--- src/include/core_defs.svh ---
// core sizing; memories are byte addressed, word accessed, and must be powers of two in size
`ifndef CORE_DEFS_SVH
`define CORE_DEFS_SVH

// 1 KiB of instruction memory
`define IMEM_ADDR_WIDTH 10

// 1 KiB of data memory
`define DMEM_ADDR_WIDTH 10

`define RESET_PC 32'h0000_0000

`define REG_COUNT 32

`endif

--- src/config_pkg.sv ---
// data-path widths; memory address types follow the widths in core_defs.svh
`include "core_defs.svh"

package config_pkg;

  // data, address and instruction value
  typedef logic [31:0] word;

  // register index
  typedef logic [4:0] r;

  // byte addresses into the two memories
  typedef logic [`IMEM_ADDR_WIDTH-1:0] imem_addr_t;
  typedef logic [`DMEM_ADDR_WIDTH-1:0] dmem_addr_t;

endpackage

--- src/decoder_pkg.sv ---
// decoder control encodings; alu and branch ops follow the RV32I funct3 values
package decoder_pkg;

  // sub_arith turns add into sub and logical right shift into arithmetic
  typedef enum logic [2:0] {
    ALU_ADD  = 3'b000,
    ALU_SLL  = 3'b001,
    ALU_SLT  = 3'b010,
    ALU_SLTU = 3'b011,
    ALU_XOR  = 3'b100,
    ALU_SR   = 3'b101,
    ALU_OR   = 3'b110,
    ALU_AND  = 3'b111
  } alu_op_t;

  typedef enum logic [1:0] {A_RS1, A_IMM, A_ZERO} alu_a_mux_t;

  typedef enum logic [1:0] {B_RS2, B_IMM, B_PC_PLUS_4, B_PC} alu_b_mux_t;

  typedef enum logic [2:0] {
    BR_BEQ  = 3'b000,
    BR_BNE  = 3'b001,
    BR_BLT  = 3'b100,
    BR_BGE  = 3'b101,
    BR_BLTU = 3'b110,
    BR_BGEU = 3'b111
  } branch_op_t;

  typedef enum logic {PC_NEXT, PC_BRANCH} pc_mux_t;

  typedef enum logic {WB_ALU, WB_DM} wb_mux_t;

endpackage

--- src/decoder.sv ---
// RV32I decoder; only LW/SW widths, no CSR, FENCE or system ops, which decode as no-ops
`timescale 1ns/1ps

module decoder
  import config_pkg::*, decoder_pkg::*;
(
  input  word        instr,
  output r           rs1,
  output r           rs2,
  output r           rd,
  output word        imm,
  output alu_a_mux_t alu_a_mux_sel,
  output alu_b_mux_t alu_b_mux_sel,
  output alu_op_t    alu_op,
  output logic       sub_arith,
  output logic       branch_instr,
  output logic       jump_instr,
  output branch_op_t branch_op,
  output logic       dmem_write_enable,
  output wb_mux_t    wb_mux_sel,
  output logic       wb_write_enable
);

  logic [6:0] opcode;
  logic [2:0] funct3;
  logic [6:0] funct7;
  word imm_i, imm_s, imm_b, imm_u, imm_j;

  assign opcode = instr[6:0];
  assign funct3 = instr[14:12];
  assign funct7 = instr[31:25];

  // register fields sit at fixed positions in every format
  assign rs1 = instr[19:15];
  assign rs2 = instr[24:20];
  assign rd  = instr[11:7];

  assign imm_i = {{20{instr[31]}}, instr[31:20]};
  assign imm_s = {{20{instr[31]}}, instr[31:25], instr[11:7]};
  assign imm_b = {{19{instr[31]}}, instr[31], instr[7], instr[30:25], instr[11:8], 1'b0};
  assign imm_u = {instr[31:12], 12'b0};
  assign imm_j = {{11{instr[31]}}, instr[31], instr[19:12], instr[20], instr[30:21], 1'b0};

  assign branch_op = branch_op_t'(funct3);

  always_comb begin
    imm               = '0;
    alu_a_mux_sel     = A_RS1;
    alu_b_mux_sel     = B_IMM;
    alu_op            = ALU_ADD;
    sub_arith         = 1'b0;
    branch_instr      = 1'b0;
    jump_instr        = 1'b0;
    dmem_write_enable = 1'b0;
    wb_mux_sel        = WB_ALU;
    wb_write_enable   = 1'b1 & 1'b0;

    case (opcode)
      // lui adds imm to zero
      7'b0110111: begin
        imm             = imm_u;
        alu_a_mux_sel   = A_ZERO;
        wb_write_enable = 1'b1;
      end
      // auipc adds imm to pc
      7'b0010111: begin
        imm             = imm_u;
        alu_a_mux_sel   = A_IMM;
        alu_b_mux_sel   = B_PC;
        wb_write_enable = 1'b1;
      end
      // jal target is pc relative
      7'b1101111: begin
        imm             = imm_j;
        alu_a_mux_sel   = A_IMM;
        alu_b_mux_sel   = B_PC;
        jump_instr      = 1'b1;
        wb_write_enable = 1'b1;
      end
      // jalr target is rs1 plus imm
      7'b1100111: begin
        imm             = imm_i;
        jump_instr      = 1'b1;
        wb_write_enable = 1'b1;
      end
      7'b1100011: begin
        imm           = imm_b;
        alu_a_mux_sel = A_IMM;
        alu_b_mux_sel = B_PC;
        branch_instr  = 1'b1;
      end
      // word loads only
      7'b0000011: begin
        if (funct3 == 3'b010) begin
          imm             = imm_i;
          wb_mux_sel      = WB_DM;
          wb_write_enable = 1'b1;
        end
      end
      7'b0100011: begin
        if (funct3 == 3'b010) begin
          imm               = imm_s;
          dmem_write_enable = 1'b1;
        end
      end
      // funct7 bit 5 only matters for srai in op-imm
      7'b0010011: begin
        imm             = imm_i;
        alu_op          = alu_op_t'(funct3);
        sub_arith       = (funct3 == 3'b101) && funct7[5];
        wb_write_enable = 1'b1;
      end
      7'b0110011: begin
        alu_b_mux_sel   = B_RS2;
        alu_op          = alu_op_t'(funct3);
        sub_arith       = funct7[5];
        wb_write_enable = 1'b1;
      end
      default: begin
      end
    endcase

    // x0 writes never reach the write-back stage
    if (rd == 5'd0) begin
      wb_write_enable = 1'b0;
    end
  end

endmodule

--- config.mk ---
export PLATFORM = sky130hd
export DESIGN_NAME = decoder
export DESIGN_NICKNAME = d
export VERILOG_FILES = /design/src/config_pkg.sv /design/src/decoder_pkg.sv /design/src/decoder.sv
export VERILOG_INCLUDE_DIRS = /design/src /design/src/include
export SDC_FILE = /design/constraint.sdc
export NUM_CORES = 1
export LEC_CHECK = 0
export BUFFER_PORTS_ARGS = -buffer_cell sky130_fd_sc_hd__buf_2
export CORE_MARGIN = 10
export CORE_UTILIZATION = 39
export DETAILED_ROUTE_END_ITERATION = 7
export PLACE_DENSITY = 0.91
export SETUP_SLACK_MARGIN = 0.05
export SLEW_MARGIN = 20
export SYNTH_ARGS = -nofsm -noshare
export SYNTH_HDL_FRONTEND = slang
export SYNTH_SLANG_ARGS = --single-unit
--- constraint.sdc ---
create_clock -name vclk -period 1.76
set_clock_uncertainty 0.05 [all_clocks]
set_input_delay 0.088 -clock vclk [all_inputs]
set_output_delay 0.088 -clock vclk [all_outputs]
set_load 0.1 [all_outputs]
==> results of run 1 <==
## through the flow
stage             cells  instance area [µm²]  hold WS (ns)  setup slack [ns]
floorplan           105                  973         0.240            -0.287
global placement    208                 1960         0.518             0.143
## Yosys cell counts (2+ instances only)
library cell | instances | share of area [%]
buf_4 | 19 | 17
a21o_1 | 18 | 16
and2_1 | 9 | 6.6
a22o_1 | 5 | 5.2
inv_1 | 5 | 2.2
nand2_1 | 5 | 2.2
nand3_1 | 4 | 2.4
a221o_1 | 3 | 3.5
nor2_1 | 3 | 1.3
a31oi_1 | 2 | 1.5
a31oi_4 | 2 | 5.0
and2_2 | 2 | 1.8
buf_2 | 2 | 1.2
buf_6 | 2 | 2.7
nand4b_2 | 2 | 3.5
nor3_1 | 2 | 1.2
nor3b_4 | 2 | 4.4
## cells by family after synthesis
logic type             Yosys count  share of synthesized area [%]
AND/OR/NAND/NOR                 39                           34.6
AO/OA/AOI/OAI                   38                           42.6
buffers and inverters           28                           22.8
==> reports/metrics.csv, run 1 <==
stage;metric;value;unit
placement;DP HPWL;5.09;mm
logic_synthesis;syn nets;137;
floorplan;Initial Util;42.0;%
logic_synthesis;post-synth cell types;35;
floorplan;Ports;95;
run_status;run status;did not finish;
logic_synthesis;Seq/Total Area, Yosys;0;%
logic_synthesis;Syn Area/Cell;8.09;µm²
placement;RD Place Congestion;0.848;
logic_synthesis;cells after synthesis;105;
logic_synthesis;Ys Warns;0;
run_status;Stop stage;3_5_place_dp;
floorplan;Die Wd;66.7;µm
floorplan;Die Ht;66.7;µm
floorplan;Std-Cell Rows;16;
logic_synthesis;Mapped Area;850;µm²
run_status;Err;[ERROR DPL-0033] detailed placement checks failed during check placement.;
placement;port bufs;95;
==> run 2, diff against run 1 <==
CORE_AREA = 10 10 71 73   (was unset)
CORE_MARGIN = unset   (was 10)
CORE_UTILIZATION = unset   (was 39)
DIE_AREA = 0 0 81 83   (was unset)
PLACE_DENSITY = unset   (was 0.91)
PLACE_DENSITY_LB_ADDON = 0.15   (was unset)
SETUP_SLACK_MARGIN = unset   (was 0.05)
==> reports/metrics.csv, run 2 <==
stage;metric;value;unit
clocking;cells resized by post-CTS repair;0;
detailed_routing;Top Metal Used;met3;
sta;Final period util;92.9;%
floorplan;Ports;95;
logic_synthesis;commonest cells in the synthesized netlist;19 x buf_4, 18 x a21o_1, 9 x and2_1;
global_routing;antenna violations before repair;0;
global_routing;global-route wire length before repair;6.45;mm
floorplan;Die Wd;81;µm
sta;worst hold margin;0.514;ns
placement;DP HPWL;3.84;mm
detailed_routing;drt first pass iters;4;
global_routing;largest net degree at the start of global routing;12;
logic_synthesis;Mapped Area;850;µm²
sta;RSZ-0062 raised after global routing;no;
logic_synthesis;Ys Warns;0;
worst_setup_path;crit-path max FO;11;
logic_synthesis;syn nets;137;
sta;final setup violation count;0;
detailed_routing;Initial DRC Count;9;
pwr;leak pwr;1.04;nW
logic_synthesis;cells after synthesis;105;
logic_synthesis;top-area cell type share of the netlist area;16.8;%
placement;Setup Slack @ Placement;0.0592;ns
worst_setup_path;Worst EP required;1.62;ns
detailed_routing;antenna viol nets, final;0;
detailed_routing;routed wire length;4.17;mm
sta;Highest Clock Rate;612;MHz
job;MaxCap Viol Count;0;
layout;synth-to-layout area growth;136;%
worst_setup_path;crit path DAT;1.50;ns
detailed_routing;DR WL/cell;18.0;µm
floorplan;Die Ht;83;µm
sta;Setup TNS Final;0;ns
run_status;run status;completed;
detailed_routing;routed wl met3;416;µm
logic_synthesis;ranking of synthesized cells by area;buf_4 17%, a21o_1 16%, and2_1 6.6%;
global_routing;gr ovfl total;0;
layout;share of post-route cells with drive strength above 1;72.7;%
worst_setup_path;slowest stage delay, CP;0.39;ns
pwr;maximum vdd drop;0.103;mV
layout;final net count;217;
logic_synthesis;post-synth cell types;35;
detailed_routing;vias post-DR;1097;
sta;Final Hold Viols;0;
pwr;Power Density;252;nW/µm²
layout;most frequent cells in the layout;52 x buf_2, 43 x buf_12, 18 x a21o_1, 8 x and2_1, 6 x buf_4;
layout;seq_cells;0;
placement;cell area after placement;2000;µm²
clocking;post-CTS setup repair buffer count;0;
clocking;CTS Hold Bufs;0;
worst_setup_path;Slowest cell on crit path;a31oi_4;
detailed_routing;vias per inst;4.75;
layout;clkbuf count;0;
sta;count of pins over their slew limit;0;
global_routing;GRT Total Usage;11.3;%
sta;Final WS setup;0.126;ns
sta;Slew @ Worst Pin;0.495;ns
layout;non-filler instance count after layout;231;
placement;RD Place Congestion;0.781;
logic_synthesis;cell with the most instances after synthesis;buf_4;
worst_setup_path;CP Cell Sequence;buf_2 -> nor2_1 -> o2111ai_4 -> a31oi_4 -> a21o_1 -> buf_12;
sta;Tmin final;1.63;ns
placement;dpl cells;231;
placement;port bufs;95;
detailed_routing;wire length on met2;2.25;mm
layout;Antenna Cells;0;
floorplan;Initial Util;23.4;%
worst_hold_path;Hold Crit Class;in -> out;
logic_synthesis;dominant cell type by area after synthesis;buf_4;
floorplan;Core Region;3630;µm²
detailed_routing;M1 WL;1.50;mm
detailed_routing;Remaining DRCs;0;
logic_synthesis;Syn Area/Cell;8.09;µm²
layout;post-route cell area;2000;µm²
global_routing;number of global-route vias before repair;1183;
worst_setup_path;Worst setup EP type;output pin;
floorplan;die area;6720;µm²
logic_synthesis;Seq/Total Area, Yosys;0;%
layout;Storage cell area;0;µm²
worst_setup_path;WS Path Type;in -> out;
floorplan;Std-Cell Rows;22;
sta;Slew HR;67.2;%
worst_setup_path;CP startpoint kind;primary input;
layout;commonest non-fill, non-tap cell in the layout;buf_2;
## run 2: kinds of logic after synthesis
family                 Yosys count  synth area share, %
AO/OA/AOI/OAI                   38                 42.6
AND/OR/NAND/NOR                 39                 34.6
buffers and inverters           28                 22.8
## run 2: where the power goes
group	switching [mW]	leakage, nW	total, mW	internal, mW
registers	0	0	0	0
logic	0.376	1.04	0.505	0.129
clock network	0	0	0	0
total	0.376	1.04	0.505	0.129
## run 2: per-layer routing
metal	vias up	GRT usage (%)
li1	530	-
met1	523	12.1
met2	44	22.0
met3	0	3.34
met4	0	0
met5	-	0
## run 2: worst paths after layout
check	cells past startpoint	slack [ns]	start	end
worst max-delay path	6	0.13	instr[5]	imm[28]
worst min-delay path	2	0.51	instr[17]	rs1[2]
## run 2: through the flow
step / power, mW / util (%)
final: 0.505 / 55.1
after global routing: 0.523 / 55.1
after CTS: 0.509 / 55.1
after detailed placement: 0.508 / 55.1
after global placement: 0.504 / 55.1
after floorplan: 0.380 / -
## run 2: area by class of cell
class / instances / area (µm²)
fill: 355 / 1630
inverter: 5 / 22.5
tap: 48 / 60.1
multi-input combinational: 77 / 753
timing repair buffer: 101 / 1170
## run 2: worst max-delay path: cells and delay by family
kind                   cells  cell delay [ns]
AO/OA/AOI/OAI              3             0.81
buffers and inverters      2             0.33
AND/OR/NAND/NOR            1             0.25
No activity file was read; power rests on OpenSTA's default activity.
==> run 3, diff against run 2 <==
PLACE_DENSITY_LB_ADDON = unset   (was 0.15)
RECOVER_POWER = 100   (was unset)
==> reports/metrics.csv, run 3 (synthesis gave the netlist of run 2 again) <==
stage;metric;value;unit
run_status;run status;completed;
floorplan;Ports;95;
floorplan;Core Region;3630;µm²
sta;count of pins over their slew limit;0;
detailed_routing;Remaining DRCs;0;
sta;RSZ-0062 raised after global routing;no;
layout;synth-to-layout area growth;105;%
layout;Final Core Density;48.0;%
layout;fill count;406;
worst_setup_path;crit path capture;imm[27];
sta;Final Hold Viols;0;
worst_setup_path;Worst setup EP type;output pin;
sta;Highest Clock Rate;607;MHz
floorplan;Std-Cell Rows;22;
global_routing;number of global-route vias before repair;1164;
pwr;leak pwr;0.927;nW
pwr;Overall Power;0.477;mW
worst_setup_path;delay-heaviest family, CP;compound AO/OA/AOI/OAI gates;
worst_setup_path;CP startpoint kind;primary input;
worst_setup_path;crit path from;instr[12];
global_routing;gr ovfl total;0;
layout;post-route cell area;1740;µm²
worst_setup_path;slowest stage delay, CP;0.29;ns
detailed_routing;vias per inst;4.64;
worst_setup_path;critical path depth in cells;7;
worst_setup_path;crit-path max FO;11;
placement;RD Place Congestion;0.800;
sta;final setup violation count;0;
layout;seq_cells;0;
worst_setup_path;CP Cell Sequence;buf_2 -> nor3b_4 -> o2111ai_2 -> a31oi_4 -> buf_12 -> a21o_1 -> buf_6;
layout;most frequent cells in the layout;32 x buf_2, 19 x buf_12, 19 x buf_6, 18 x a21o_1, 18 x clkbuf_1;
global_routing;largest net degree at the start of global routing;14;
placement;cell area after placement;2000;µm²
floorplan;Initial Util;23.4;%
worst_setup_path;WS Path Type;in -> out;
floorplan;Die Ht;83;µm
detailed_routing;vias post-DR;1076;
placement;Setup Slack @ Placement;0.0384;ns
detailed_routing;Initial DRC Count;22;
layout;commonest non-fill, non-tap cell in the layout;buf_2;
worst_setup_path;Worst EP required;1.62;ns
floorplan;Die Wd;81;µm
layout;share of post-route cells with drive strength above 1;62.5;%
sta;Final WS setup;0.114;ns
detailed_routing;routed wire length;4.14;mm
layout;final net count;218;
worst_setup_path;Slowest cell on crit path;nor3b_4;
placement;DP HPWL;3.75;mm
layout;Antenna Cells;0;
sta;Final period util;93.5;%
sta;Slew HR;20.1;%
detailed_routing;drt first pass iters;4;
sta;Setup TNS Final;0;ns
detailed_routing;antenna viol nets, final;0;
pwr;Power Density;273;nW/µm²
global_routing;GRT Total Usage;11.2;%
job;MaxCap Viol Count;0;
sta;Tmin final;1.65;ns
sta;Slew @ Worst Pin;1.20;ns
worst_hold_path;Hold Crit Class;in -> out;
worst_setup_path;worst path bufs/invs;3;
floorplan;die area;6720;µm²
placement;port bufs;95;
worst_setup_path;crit path DAT;1.51;ns
pwr;maximum vdd drop;0.0906;mV
global_routing;global-route wire length before repair;6.21;mm
layout;Storage cell area;0;µm²
layout;clkbuf count;0;
detailed_routing;DR WL/cell;17.8;µm
global_routing;antenna violations before repair;0;
## run 3: cell types whose count changed in the layout (fill, tap and decap cells not counted), sizes merged
cell / delta
clkbuf: +25
buf: -24
## run 3: per-stage QoR
step	cells	hold WS, ns
3_3_place_gp	231	0.515
5_1_grt	232	0.552
2_1_floorplan	105	0.240
3_5_place_dp	231	0.515
4_1_cts	231	0.516
6_report	232	0.531
## run 3: worst min-delay path by stage
stage,startpoint,endpoint,cells past startpoint
after floorplan,instr[6],dmem_write_enable,1
after global placement,instr[17],rs1[2],2
after detailed placement,instr[17],rs1[2],2
after CTS,instr[17],rs1[2],2
after global routing,instr[28],imm[28],3
final,instr[6],dmem_write_enable,3
## run 3: layout make-up
| class | count | area, µm² | area share [%] |
|---|---|---|---|
| inverter | 5 | 20.0 | 1.15 |
| multi-input combinational | 77 | 741 | 42.5 |
| tap | 48 | 60.1 | 3.45 |
| timing repair buffer | 102 | 922 | 52.9 |
## run 3: power by group
part / internal [mW] / total (mW) / switching (mW)
clock network: 0 / 0 / 0
registers: 0 / 0 / 0
logic: 0.105 / 0.477 / 0.371
total: 0.105 / 0.477 / 0.371
## run 3: what timing repair did
| item | in CTS | in global routing |
|---|---|---|
| endpoints found under the setup margin | 0 | 24 |
| gates resized for setup | 0 | 1 |
| buffers inserted | 0 | 1 |
| hold buffers | 0 | 0 |
## run 3: worst min-delay path, cell delays in order
cell,delay [ns]
buf_2,0.16
nor3_4,0.08
buf_12,0.16
## run 3: layer usage
layer | vias to the layer above | global-route usage [%] | share of wire, %
li1 | 531 | - | -
met1 | 493 | 11.8 | 36
met2 | 50 | 21.8 | 54
met3 | 2 | 3.34 | 9.7
met4 | 0 | 0 | 0.51
met5 | - | 0 | 0
==> run 4, diff against run 3 <==
--- a/constraint.sdc
+++ b/constraint.sdc
@@ -4,2 +4,2 @@
 set_output_delay 0.088 -clock vclk [all_outputs]
-set_load 0.1 [all_outputs]
+set_load 0.01 [all_outputs]
==> reports/metrics.csv, run 4 (synthesis gave the netlist of run 2 again) <==
stage;metric;value;unit
floorplan;Die Wd;81;µm
layout;Antenna Cells;0;
clocking;cells resized by post-CTS repair;0;
floorplan;Die Ht;83;µm
global_routing;global-route wire length before repair;5.53;mm
detailed_routing;Initial DRC Count;22;
sta;RSZ-0062 raised after global routing;no;
layout;post-route cell area;1140;µm²
floorplan;Core Region;3630;µm²
layout;final net count;212;
sta;final setup violation count;0;
global_routing;gr ovfl total;0;
worst_hold_path;Hold Crit Class;in -> out;
layout;fill count;451;
detailed_routing;routed wire length;3.64;mm
floorplan;Std-Cell Rows;22;
layout;non-filler instance count after layout;226;
layout;most frequent cells in the layout;45 x clkbuf_1, 43 x buf_2, 18 x a21o_1, 7 x clkbuf_2;
detailed_routing;antenna viol nets, final;0;
job;MaxCap Viol Count;0;
floorplan;Initial Util;23.4;%
floorplan;die area;6720;µm²
sta;Slew HR;69.8;%
pwr;maximum vdd drop;0.0318;mV
global_routing;antenna violations before repair;0;
worst_setup_path;Worst setup EP type;output pin;
worst_setup_path;WS Path Type;in -> out;
global_routing;largest net degree at the start of global routing;12;
layout;area occupied by multi-input gates;638;µm²
sta;Highest Clock Rate;613;MHz
detailed_routing;DR WL/cell;16.1;µm
global_routing;GRT Total Usage;9.65;%
sta;Setup TNS Final;0;ns
placement;dpl cells;226;
worst_setup_path;crit-path max FO;7;
floorplan;Ports;95;
detailed_routing;Remaining DRCs;0;
placement;cell area after placement;1220;µm²
layout;commonest non-fill, non-tap cell in the layout;clkbuf_1;
placement;RD Place Congestion;0.749;
worst_setup_path;CP startpoint kind;primary input;
layout;synth-to-layout area growth;34.6;%
pwr;leak pwr;0.683;nW
sta;Final Hold Viols;0;
layout;Storage cell area;0;µm²
sta;Slew @ Worst Pin;0.451;ns
sta;count of pins over their slew limit;0;
placement;port bufs;95;
layout;seq_cells;0;
placement;DP HPWL;3.20;mm
clocking;CTS Hold Bufs;0;
layout;share of post-route cells with drive strength above 1;38.2;%
global_routing;number of global-route vias before repair;1104;
clocking;post-CTS setup repair buffer count;0;
sta;Final period util;92.6;%
worst_setup_path;Worst EP required;1.62;ns
worst_setup_path;crit path DAT;1.49;ns
detailed_routing;drt first pass iters;4;
detailed_routing;vias per inst;4.63;
run_status;run status;completed;
sta;Tmin final;1.63;ns
pwr;Power Density;148;nW/µm²
layout;clkbuf count;0;
detailed_routing;vias post-DR;1047;
[run 4: changes by cell type in the layout (fill, tap and decap cells not counted), sizes merged]
cell | previous run | this run
clkbuf | 25 | 52
buf | 77 | 44
clkinvlp | 1 | 0
inv | 4 | 5
[run 4: report_power, final]
group	internal [mW]	leakage [nW]	switching, mW
clock	0	0	0
sequential	0	0	0
combinational	0.0662	0.683	0.103
total	0.0662	0.683	0.103
[run 4: layout make-up]
cell class | count | area share, %
timing repair buffer | 96 | 37.3
inverter | 5 | 1.64
multi-input combinational | 77 | 55.8
tap | 48 | 5.25
[run 4: routing by layer]
| metal | global-route usage, % | wire length (µm) |
|---|---|---|
| met4 | 0 | 0 |
| met1 | 11.0 | 1440 |
| met3 | 4.96 | 586 |
| met5 | 0 | 0 |
| met2 | 16.5 | 1620 |
[run 4: worst max-delay path: stages]
cell and delay (ns):
buf_2 0.09, and2_1 0.33, nand3_1 0.19, nor3_1 0.40
a221o_1 0.25, clkbuf_2 0.14
[run 4: worst paths after layout]
kind	from	end	slack (ns)	cells after the start
min	instr[18]	rs1[3]	0.35	2
max	instr[1]	imm[11]	0.13	6
[run 4: through the flow]
step | utilization [%] | setup slack, ns | power, mW | hold WS, ns
final | 31.5 | 0.130 | 0.169 | 0.351
after detailed placement | 33.5 | 0.123 | 0.182 | 0.335
after global routing | 31.5 | 0.0127 | 0.187 | 0.363
after floorplan | - | 0.509 | 0.113 | 0.167
after CTS | 33.5 | 0.123 | 0.183 | 0.335
after global placement | 33.5 | 0.174 | 0.182 | 0.334
